File: src/cam_pkg.sv
package cam_pkg;

    // ------------------------------------------------------------------------
    // grid and classifier geometry
    // ------------------------------------------------------------------------
    localparam int GRID_SIZE     = 28;  // cells per side of sampled image
    localparam int NUM_CLASSES   = 10;  // digit classes 0..9
    localparam int BIN_THRESHOLD = 30;  // r+g+b below this -> ink

    // ------------------------------------------------------------------------
    // camera pixel stream
    // ------------------------------------------------------------------------
    typedef logic [15:0] rgb565_t;  // r[15:11] g[10:5] b[4:0]

    typedef struct packed {
        logic    vsync;  // frame blanking, high between frames
        logic    href;   // line active
        logic    valid;  // pixel strobe
        rgb565_t pixel;
    } cam_in_t;

    // bit row*GRID_SIZE+col holds cell (row, col)
    typedef logic [GRID_SIZE*GRID_SIZE-1:0] bin_img_t;

    // one bit per class indicator cell
    typedef logic [NUM_CLASSES-1:0] class_vec_t;

endpackage

File: src/video_pkg.sv
package video_pkg;

    // ------------------------------------------------------------------------
    // raster coordinates and sync
    // ------------------------------------------------------------------------
    typedef logic [11:0] coord_t;  // enough for 4k counts

    typedef struct packed {
        logic hs;  // horizontal sync, active high
        logic vs;  // vertical sync, active high
        logic de;  // active video
    } vid_sync_t;

    typedef struct packed {
        vid_sync_t sync;
        coord_t    x;  // horizontal count
        coord_t    y;  // vertical count
    } vid_pos_t;

    // ------------------------------------------------------------------------
    // output pixel
    // ------------------------------------------------------------------------
    typedef logic [7:0] chan8_t;

    typedef struct packed {
        chan8_t red;
        chan8_t green;
        chan8_t blue;
    } rgb888_t;

endpackage

File: src/cam_frame_ctrl.sv
`timescale 1ns/1ps

module cam_frame_ctrl (
    input  logic video_clk,
    input  logic rst_n,
    input  logic vsync,    // camera frame blanking
    output logic grab,     // frame in progress
    output logic publish   // one-cycle latch strobe
);

    typedef enum logic [1:0] {
        st_wait_frame,
        st_grab,
        st_publish
    } frame_state_t;

    frame_state_t state;
    frame_state_t state_nxt;
    logic         vsync_d;      // previous vsync for edge detect
    logic         vsync_fall;
    logic         vsync_rise;

    assign vsync_fall = vsync_d & ~vsync;
    assign vsync_rise = ~vsync_d & vsync;

    always_comb begin
        state_nxt = state;
        case (state)
            st_wait_frame: if (vsync_fall) state_nxt = st_grab;   // frame starts
            st_grab:       if (vsync_rise) state_nxt = st_publish; // frame done
            st_publish:    state_nxt = st_wait_frame;              // single cycle
            default:       state_nxt = st_wait_frame;
        endcase
    end

    always_ff @(posedge video_clk or negedge rst_n) begin
        if (!rst_n) begin
            state   <= st_wait_frame;
            vsync_d <= 1'b0;
        end else begin
            state   <= state_nxt;
            vsync_d <= vsync;
        end
    end

    assign grab    = (state == st_grab);     // level while capturing
    assign publish = (state == st_publish);  // pulse, copy grid out

endmodule

File: src/cam_sampler.sv
`timescale 1ns/1ps

module cam_sampler import cam_pkg::*; #(
    parameter int SAMPLE_SHIFT = 3   // decimation step is 2**SAMPLE_SHIFT
) (
    input  logic     video_clk,
    input  logic     rst_n,
    input  cam_in_t  cam,
    input  logic     grab,
    input  logic     publish,
    output bin_img_t bin_img
);

    localparam int STEP = 1 << SAMPLE_SHIFT;

    typedef logic [11:0] cam_cnt_t;  // camera line/column count
    typedef logic [7:0]  luma_t;     // crude r+g+b brightness

    cam_cnt_t col_cnt;
    cam_cnt_t row_cnt;
    cam_cnt_t col_cell;      // column in cells
    cam_cnt_t row_cell;      // row in cells
    logic     href_d;
    logic     on_grid;
    logic     take;          // sample this pixel
    luma_t    luma;
    logic     ink;           // dark pixel -> 1
    bin_img_t shr;           // sample shift register

    // ------------------------------------------------------------------------
    // camera position
    // ------------------------------------------------------------------------
    always_ff @(posedge video_clk or negedge rst_n) begin
        if (!rst_n) begin
            col_cnt <= '0;
            row_cnt <= '0;
            href_d  <= 1'b0;
        end else begin
            href_d <= cam.href;
            if (!cam.href) begin
                col_cnt <= '0;                    // line blanking
            end else if (cam.valid) begin
                col_cnt <= col_cnt + 1'b1;        // one per pixel
            end
            if (!grab) begin
                row_cnt <= '0;                    // between frames
            end else if (href_d && !cam.href) begin
                row_cnt <= row_cnt + 1'b1;        // end of line
            end
        end
    end

    // ------------------------------------------------------------------------
    // decimation and threshold
    // ------------------------------------------------------------------------
    assign col_cell = col_cnt >> SAMPLE_SHIFT;
    assign row_cell = row_cnt >> SAMPLE_SHIFT;
    assign on_grid  = ((col_cnt & cam_cnt_t'(STEP - 1)) == '0)
                   && ((row_cnt & cam_cnt_t'(STEP - 1)) == '0)
                   && (col_cell < GRID_SIZE) && (row_cell < GRID_SIZE);
    assign take     = cam.href && cam.valid && on_grid;

    assign luma = luma_t'(cam.pixel[15:11]) + luma_t'(cam.pixel[10:5])
                + luma_t'(cam.pixel[4:0]);       // 5+6+5 bit fields
    assign ink  = (luma < BIN_THRESHOLD);

    // newest sample enters at the top, first one lands in bit 0
    always_ff @(posedge video_clk) begin
        if (take) begin
            shr <= {ink, shr[$bits(bin_img_t)-1:1]};
        end
    end

    always_ff @(posedge video_clk or negedge rst_n) begin
        if (!rst_n) begin
            bin_img <= '0;
        end else if (publish) begin
            bin_img <= shr;                       // whole frame at once
        end
    end

endmodule

File: src/mnist_view_top.sv
`timescale 1ns/1ps

module mnist_view_top import cam_pkg::*, video_pkg::*; #(
    parameter int H_ACTIVE     = 1280,
    parameter int H_FRONT      = 110,
    parameter int H_SYNC       = 40,
    parameter int H_BACK       = 220,
    parameter int V_ACTIVE     = 720,
    parameter int V_FRONT      = 5,
    parameter int V_SYNC       = 5,
    parameter int V_BACK       = 20,
    parameter int SAMPLE_SHIFT = 3,
    parameter int BIN_SHIFT    = 4,
    parameter int BIN_X        = 50,
    parameter int BIN_Y        = 1,
    parameter int CLASS_SHIFT  = 5,
    parameter int CLASS_X      = 1,
    parameter int CLASS_Y      = 18
) (
    input  logic       video_clk,
    input  logic       rst_n,
    input  cam_in_t    cam,
    input  class_vec_t class_vec,
    output vid_sync_t  sync_out,
    output rgb888_t    pixel_out
);

    vid_pos_t timing;     // raster position, 1 cycle behind counters
    logic     grab;
    logic     publish;
    bin_img_t bin_img;    // last complete camera grid

    video_timing #(
        .H_ACTIVE (H_ACTIVE), .H_FRONT (H_FRONT), .H_SYNC (H_SYNC), .H_BACK (H_BACK),
        .V_ACTIVE (V_ACTIVE), .V_FRONT (V_FRONT), .V_SYNC (V_SYNC), .V_BACK (V_BACK)
    ) u_timing (.video_clk, .rst_n, .timing);

    cam_frame_ctrl u_frame_ctrl (.video_clk, .rst_n, .vsync(cam.vsync), .grab, .publish);

    cam_sampler #(.SAMPLE_SHIFT(SAMPLE_SHIFT)) u_sampler (
        .video_clk, .rst_n, .cam, .grab, .publish, .bin_img
    );

    overlay_mixer #(
        .BIN_SHIFT   (BIN_SHIFT),   .BIN_X   (BIN_X),   .BIN_Y   (BIN_Y),
        .CLASS_SHIFT (CLASS_SHIFT), .CLASS_X (CLASS_X), .CLASS_Y (CLASS_Y)
    ) u_mixer (.video_clk, .rst_n, .timing, .bin_img, .class_vec, .sync_out, .pixel_out);

endmodule

File: src/overlay_mixer.sv
`timescale 1ns/1ps

module overlay_mixer import cam_pkg::*, video_pkg::*; #(
    parameter int BIN_SHIFT   = 4,   // log2 of binary cell size
    parameter int BIN_X       = 50,  // window origin in cells
    parameter int BIN_Y       = 1,
    parameter int CLASS_SHIFT = 5,   // log2 of class cell size
    parameter int CLASS_X     = 1,
    parameter int CLASS_Y     = 18
) (
    input  logic       video_clk,
    input  logic       rst_n,
    input  vid_pos_t   timing,
    input  bin_img_t   bin_img,
    input  class_vec_t class_vec,
    output vid_sync_t  sync_out,
    output rgb888_t    pixel_out
);

    coord_t     bin_cx;       // x in binary cells
    coord_t     bin_cy;
    coord_t     cls_cx;       // x in class cells
    coord_t     cls_cy;
    logic       in_bin;
    logic       in_cls;
    logic [9:0] bin_idx;      // bit number in bin_img
    logic [3:0] cls_idx;      // bit number in class_vec
    logic       bin_bit;
    logic       cls_bit;
    rgb888_t    pix;

    // ------------------------------------------------------------------------
    // window lookup
    // ------------------------------------------------------------------------
    assign bin_cx = timing.x >> BIN_SHIFT;
    assign bin_cy = timing.y >> BIN_SHIFT;
    assign cls_cx = timing.x >> CLASS_SHIFT;
    assign cls_cy = timing.y >> CLASS_SHIFT;

    assign in_bin = (bin_cx >= BIN_X) && (bin_cx < BIN_X + GRID_SIZE)
                 && (bin_cy >= BIN_Y) && (bin_cy < BIN_Y + GRID_SIZE);
    assign in_cls = (cls_cx >= CLASS_X) && (cls_cx < CLASS_X + NUM_CLASSES)
                 && (cls_cy == CLASS_Y);

    // row-major cell index, only meaningful inside the window
    assign bin_idx = in_bin ? 10'((bin_cy - coord_t'(BIN_Y)) * GRID_SIZE
                                  + (bin_cx - coord_t'(BIN_X))) : '0;
    assign cls_idx = in_cls ? 4'(cls_cx - coord_t'(CLASS_X)) : '0;
    assign bin_bit = bin_img[bin_idx];
    assign cls_bit = class_vec[cls_idx];

    // ------------------------------------------------------------------------
    // priority mux
    // ------------------------------------------------------------------------
    always_comb begin
        if (in_bin) begin
            pix = {3{ {8{bin_bit}} }};              // grey 0 or 255
        end else if (in_cls) begin
            pix = {3{ {8{cls_bit}} }};
        end else begin
            pix.red   = timing.x[7:0];              // gradient background
            pix.green = timing.y[7:0];
            pix.blue  = 8'hff;
        end
    end

    // sync and pixel leave together, one stage
    always_ff @(posedge video_clk or negedge rst_n) begin
        if (!rst_n) begin
            sync_out <= '0;
        end else begin
            sync_out <= timing.sync;
        end
    end

    always_ff @(posedge video_clk) begin
        pixel_out <= timing.sync.de ? pix : '0;     // black in blanking
    end

endmodule

File: src/video_timing.sv
`timescale 1ns/1ps

module video_timing import video_pkg::*; #(
    parameter int H_ACTIVE = 1280,
    parameter int H_FRONT  = 110,
    parameter int H_SYNC   = 40,
    parameter int H_BACK   = 220,
    parameter int V_ACTIVE = 720,
    parameter int V_FRONT  = 5,
    parameter int V_SYNC   = 5,
    parameter int V_BACK   = 20
) (
    input  logic     video_clk,
    input  logic     rst_n,
    output vid_pos_t timing
);

    localparam int H_TOTAL = H_ACTIVE + H_FRONT + H_SYNC + H_BACK;
    localparam int V_TOTAL = V_ACTIVE + V_FRONT + V_SYNC + V_BACK;

    coord_t    h_cnt;
    coord_t    v_cnt;
    vid_sync_t sync_nxt;    // decoded from current counts

    // ------------------------------------------------------------------------
    // counters
    // ------------------------------------------------------------------------
    always_ff @(posedge video_clk or negedge rst_n) begin
        if (!rst_n) begin
            h_cnt <= '0;
            v_cnt <= '0;
        end else if (h_cnt == coord_t'(H_TOTAL - 1)) begin
            h_cnt <= '0;                                // end of line
            if (v_cnt == coord_t'(V_TOTAL - 1)) begin
                v_cnt <= '0;                            // end of frame
            end else begin
                v_cnt <= v_cnt + 1'b1;
            end
        end else begin
            h_cnt <= h_cnt + 1'b1;
        end
    end

    // ------------------------------------------------------------------------
    // decode and register
    // ------------------------------------------------------------------------
    assign sync_nxt.hs = (h_cnt >= H_ACTIVE + H_FRONT)
                      && (h_cnt <  H_ACTIVE + H_FRONT + H_SYNC);
    assign sync_nxt.vs = (v_cnt >= V_ACTIVE + V_FRONT)
                      && (v_cnt <  V_ACTIVE + V_FRONT + V_SYNC);
    assign sync_nxt.de = (h_cnt < H_ACTIVE) && (v_cnt < V_ACTIVE);

    always_ff @(posedge video_clk or negedge rst_n) begin
        if (!rst_n) begin
            timing <= '0;                               // sync low in reset
        end else begin
            timing.sync <= sync_nxt;
            timing.x    <= h_cnt;                       // one cycle behind counters
            timing.y    <= v_cnt;
        end
    end

endmodule
File: config.mk
export PLATFORM = sky130hd
export DESIGN_NAME = mnist_view_top
export DESIGN_NICKNAME = d
export VERILOG_FILES = /design/src/cam_pkg.sv /design/src/video_pkg.sv /design/src/cam_frame_ctrl.sv /design/src/cam_sampler.sv /design/src/mnist_view_top.sv /design/src/overlay_mixer.sv /design/src/video_timing.sv
export SDC_FILE = /design/constraint.sdc
export NUM_CORES = 2
export LEC_CHECK = 0
export ABC_AREA = 1
export ABC_CLOCK_PERIOD_IN_PS = 86700
export BUFFER_PORTS_ARGS = -buffer_cell sky130_fd_sc_hd__buf_4
export CAP_MARGIN = 20
export CORE_MARGIN = 4
export CORE_UTILIZATION = 53
export DETAILED_ROUTE_END_ITERATION = 8
export PLACE_DENSITY = 0.69
export SLEW_MARGIN = 0
export SYNTH_ARGS = -nofsm -noshare
export SYNTH_HDL_FRONTEND = slang
export SYNTH_SLANG_ARGS = --single-unit
File: constraint.sdc
create_clock -name video_clk -period 86.7 [get_ports video_clk]
set_input_delay 13.005 -clock video_clk [delete_from_list [all_inputs] [get_ports video_clk]]
set_output_delay 13.005 -clock video_clk [all_outputs]
set_load 0.01 [all_outputs]
* After elaboration in Yosys (flattened, before gate mapping)
Index checks and enable logic that the tools add are counted.
Widths: inputs -> output; s select.
** Operators by class
- Add/subtract/negate cells :: 10
- Multiply operators :: 1
- Div/mod/pow operators :: 0
- Order comparisons :: 17
- Equal/unequal tests :: 9
- Shift-type cells :: 0
- Mux-type cells :: 17
- Bitwise logic cells :: 4
- Reductions and logical operators :: 19
** Operator list (number)
- $mux 12 :: 6
- $add 12x1->12 const B :: 4
- $mux 24 :: 2
- $mul 32x3->8 const B :: 1
- $logic_not 12->1 :: 2
- $lt 12x10->1 const B :: 2
- $lt 12x11->1 const B :: 2
- $lt 9x5->1 const B :: 2
- $lt 8x5->1 const B :: 2
- $logic_and 1x1->1 :: 14
- $eq 12x10->1 const B :: 1
- $eq 12x11->1 const B :: 1
- $ge 12x10->1 const B :: 1
- $ge 12x11->1 const B :: 1
- $lt 10x11->1 const B :: 1
- $add 10x10->10 :: 1
- $bmux 1 s10 :: 1
- $mux 10 :: 1
- $sub 8x1->9 const B :: 1
- $sub 8x6->9 const B :: 1
- $add 8x5->8 :: 1
- $ge 8x1->1 const B :: 1
- $ge 8x6->1 const B :: 1
- $lt 8x7->1 const B :: 1
- other kinds (20) :: 26
** Storage, ports and cells
- Register bits after elaboration :: 1674
- Latch bits :: 0
- Memory bits (writable) :: 0
- ROM bits :: 0
- Input port bits :: 31
- Output and inout port bits :: 27
- Logic and storage cells :: 97
- Memories :: 0

* Logic depth before layout (Yosys ltp)
- Depth in word-level cells :: 8
- Mapped depth :: 30
- Gate-level depth less buffers :: 27

* Hierarchy
From an unflattened synthesis, not the netlist that was laid out.
** Second synthesis, totals
- Cell total of the unflattened synthesis :: 5483
- Area, all modules :: 69422.8 sq um
** By module, submodules not included
- cam_sampler :: instances 1, cells an instance 2679, area an instance 54666.2 sq um, sequential area each 43787.0 sq um
- overlay_mixer :: instances 1, cells an instance 2543, area an instance 12375.6 sq um, sequential area each 415.4 sq um
- video_timing :: instances 1, cells an instance 247, area an instance 2260.9 sq um, sequential area each 1276.2 sq um
- cam_frame_ctrl :: instances 1, cells an instance 14, area an instance 120.1 sq um, sequential area each 75.1 sq um

* Least setup slack after synthesis
No wires, ideal clock.
- Path type :: input port to flip-flop
- Start :: input cam[16] in the netlist's numbering
- End :: register u_sampler.shr[0], enable pin
- Setup time :: 3.853 ns
- Arrival time :: 86.110 ns
- Data required time :: 82.847 ns
- Path slack :: -3.262 ns
- Stages :: 4
- Buffers on the path :: 0
- Path through :: nand2_1 -> inv_1 -> nand4_1 -> nor4_1
** Between the ends
- Cells in the longest elaborated chain, start to end :: 2
** Ends and longest elaborated chain
- from (decl) :: line mnist_view_top.sv:22 : input cam_in_t cam,
- $logic_and 1x1->1 (2 in series) :: line cam_sampler.sv:61 : assign take = cam.href && cam.valid && on_grid;
- net u_sampler.take :: line cam_sampler.sv:25 : logic take;
- to (signal assigned) :: line cam_sampler.sv:70 : shr <= {ink, shr[$bits(bin_img_t)-1:1]};
- to (decl) :: line cam_sampler.sv:28 : bin_img_t shr;
The timed path passes the listed nets, and every way through them passes these cells.
A chain may end at the register's enable or synchronous reset.

* Worst setup path in the final report
- Start :: input cam[17] in the netlist's numbering
- End :: register u_sampler.shr[736], enable pin
The elaborated chain is that of the path after synthesis.

==> results_dict.tcl <==
set metrics [dict create \
    syn_inst 5736 \
    place.gp.congestion 0.7834 \
    syn2layout_area_growth_pct 10.37 \
    n_fill_cell 9940 \
    ys_types 52 \
    p_leak_uw 0.02684 \
    crit_fanout 186 \
    syn_area_per_cell_um2 11.66 \
    setup_viol 0 \
    synth_fa_ha_area_frac 0.009320 \
    finalCritPeriodShare 0.1926 \
    gr-usage-all-layers 0.2154 \
    synth_compound_area_frac 0.06814 \
    initial_core_util 0.5331 \
    slew_viol_final 0 \
    use_met2 0.3388 \
    portBuffers 57 \
    ys_ff_latch 1667 \
    pre_cts_ws_ns 69.08 \
    worst_hold_slack_ns 0.3557 \
    via_count 41516 \
    rsz0062_at_grt "no" \
    peakVddDrop_mv 0.02066 \
    r2r-start "u_timing.timing[5]" \
    post-cts-setup-buffers 0 \
    clock_latency_ns 0.79 \
    synthMuxAreaShare 0.05609 \
    diodes 0 \
    grt_overflow 0 \
    synth_area_leaders "edfxtp_1 35%, dfrtp_1 32%, mux2_2 5.6%, nand3_1 4.1%, a21oi_1 3.8%" \
    critical_path_class "input port to flop" \
    synth_top_cell_by_area "edfxtp_1" \
    fin_tns_setup_ns 0 \
    status "finished, final reports clean" \
    clock_path_buffers 3 \
    cts_root_buf "clkbuf_16" \
    top_usage_layer "met2" \
    hp-start "u_timing.timing[25]" \
    synthSimpleGateAreaFrac 0.1247 \
    start_kind "input port" \
    grt_use_met1 0.3141 \
    slew_headroom 0.2344 \
    rows 130 \
    synth_nets 5812 \
    synth_top_flop_cell "dfrtp_1" \
    async_flop_share 0.5195 \
    yosysTopAreaCellShare 0.3521 \
    drive_gt1_frac 0.1285 \
    grt_pass1_vias 41259 \
    antenna_left 0 \
    arrival_ns 17.09 \
    cts_tree "done" \
    wirelength_um 140800 \
    numCtsBuffers 164 \
    gr-usage-met3 0.03905 \
    fp.coreArea_um2 125400 \
    setup_ws_ns 70.00 \
    ys_seq_area_frac 0.6814 \
    synth_top_family_by_area "simple AND/OR/NAND/NOR gates" \
    post_drt_via_cell_ratio 5.552 \
    chipWidth_um 363.2 \
    powerDensity_nw_per_um2 23.43 \
    cp-startpoint "cam[17]" \
    drc 0 \
    synth_edf_count 784 \
    cap_violations 0 \
    ys_warn_count 0 \
    end_kind "flop" \
    worstMarginPinSlew_ns 1.148 \
    die_height_um 363.2 \
    htree_levels 4 \
    yosys-top-cells-count "866 x dfrtp_1, 784 x edfxtp_1, 644 x nand2_1" \
    max_freq_mhz 59.87 \
    nets 5763 \
    hpwl_um 73970 \
    fin_crit_ns 16.70 \
    clock_skew_ns 0.02602 \
    first_iter_violations 3737 \
    clkSinkCount 1667 \
    synth.most_common_cell "dfrtp_1" \
    die_area_um2 131900 \
    syn_area_um2 66850 \
    finalHoldViolCount 0 \
    wl_per_cell_um 18.83 \
    ctsHoldBuffers 0 \
    cts.repair.resized 0 \
    synth_xor_area_frac 0.003930 \
    antenna_found_initial 0 \
    clk_pin_slew_worst_paths_ns 0.06 \
    worstPathRequired_ns 87.09 \
    min_path_type "flop to flop" \
    grt_pass1_wl_um 227000 \
    first_pass_iters 6 \
    grt_max_degree 187 \
    ios 58 \
]
## area by class of cell
cell class / count / area, um2 / area share
multi-input cells: 3146 / 17580 / 0.2383
clock buffers: 248 / 4797 / 0.06501
well taps: 1650 / 2064 / 0.02798
flip-flops and latches: 1667 / 45560 / 0.6174
clock inverters: 59 / 578.1 / 0.007834
repair buffers: 115 / 970.9 / 0.01316
inverters: 593 / 2241 / 0.03037
## worst paths after layout
path                                          endpoint  depth (start not counted)  slack [ns]
worst max-delay path                u_sampler.shr[736]                          9       70.00
worst min-delay path               u_mixer.sync_out[1]                          0        0.36
worst max register to register   u_mixer.pixel_out[18]                         28       79.73
worst min register to register     u_mixer.sync_out[1]                          0        0.36
max in group asynchronous       u_sampler.bin_img[195]                          3       72.06
min in group asynchronous       u_sampler.bin_img[692]                          1       12.25
## cell families (layout without fill, tap and decap cells)
group           count (synthesis)  in the layout
xor+xnor                       30             30
fa+ha+maj                      45             45
compound gates                819            819
buf+inv                       923           1015
simple gates                 1919           1919
flops                        1667           1667
mux                           333            333
## critical path, stage by stage
cell and delay [ns]:
buf_4 0.13, nand2_1 0.05, inv_1 0.12, nand4_1 0.15
nor4_4 0.29, buf_12 0.70, buf_12 0.65, buf_4 0.83
buf_4 0.85
## cells in the final DEF, fill, tap and decap left out, types with 25 or more instances in the layout
| cell | count |
|---|---|
| nor2_1 | 557 |
| mux2_2 | 333 |
| o21ai_0 | 122 |
| nand2_1 | 643 |
| clkbuf_1 | 53 |
| o211ai_1 | 123 |
| ha_1 | 37 |
| nand3_1 | 540 |
| buf_4 | 106 |
| nor3_1 | 25 |
| nand4_1 | 96 |
| clkbuf_8 | 25 |
| clkinv_2 | 29 |
| inv_1 | 580 |
| edfxtp_1 | 784 |
| clkbuf_16 | 170 |
| dfrtp_1 | 865 |
| a21oi_1 | 502 |
## stage by stage
step | utilization | instances | cell area, um2 | power (uW)
4_1_cts | 0.5884 | 7478 | 73790 | 1745
3_3_place_gp | 0.5455 | 7171 | 68410 | 1032
5_1_grt | 0.5884 | 7478 | 73790 | 1801
2_1_floorplan | - | 5736 | 66860 | 1038
3_5_place_dp | 0.5455 | 7171 | 68410 | 1039
6_report | 0.5884 | 7478 | 73790 | 1729
## power breakdown
group          internal [uW]  total [uW]  switching, uW
logic                   46.8         120           73.2
clock network            408         707            299
registers                883         902           18.8
## per-layer routing
layer,share of wire,vias up
met3,0.061,211
met2,0.47,1138
met1,0.45,20741
met4,0.019,0
li1,-,19426
met5,0,-
## registers in the layout (all words and copies together), names as in the netlist
register,count
u_frame_ctrl.vsync_d,1
u_sampler.shr,784
u_timing.timing,27
u_sampler.row_cnt,12
u_timing.h_cnt,12
u_sampler.href_d,1
u_mixer.sync_out,3
u_mixer.pixel_out,17
u_timing.v_cnt,12
u_frame_ctrl.state,2
u_sampler.col_cnt,12
u_sampler.bin_img,784
Note: power is estimated with default switching activity, not from simulation.
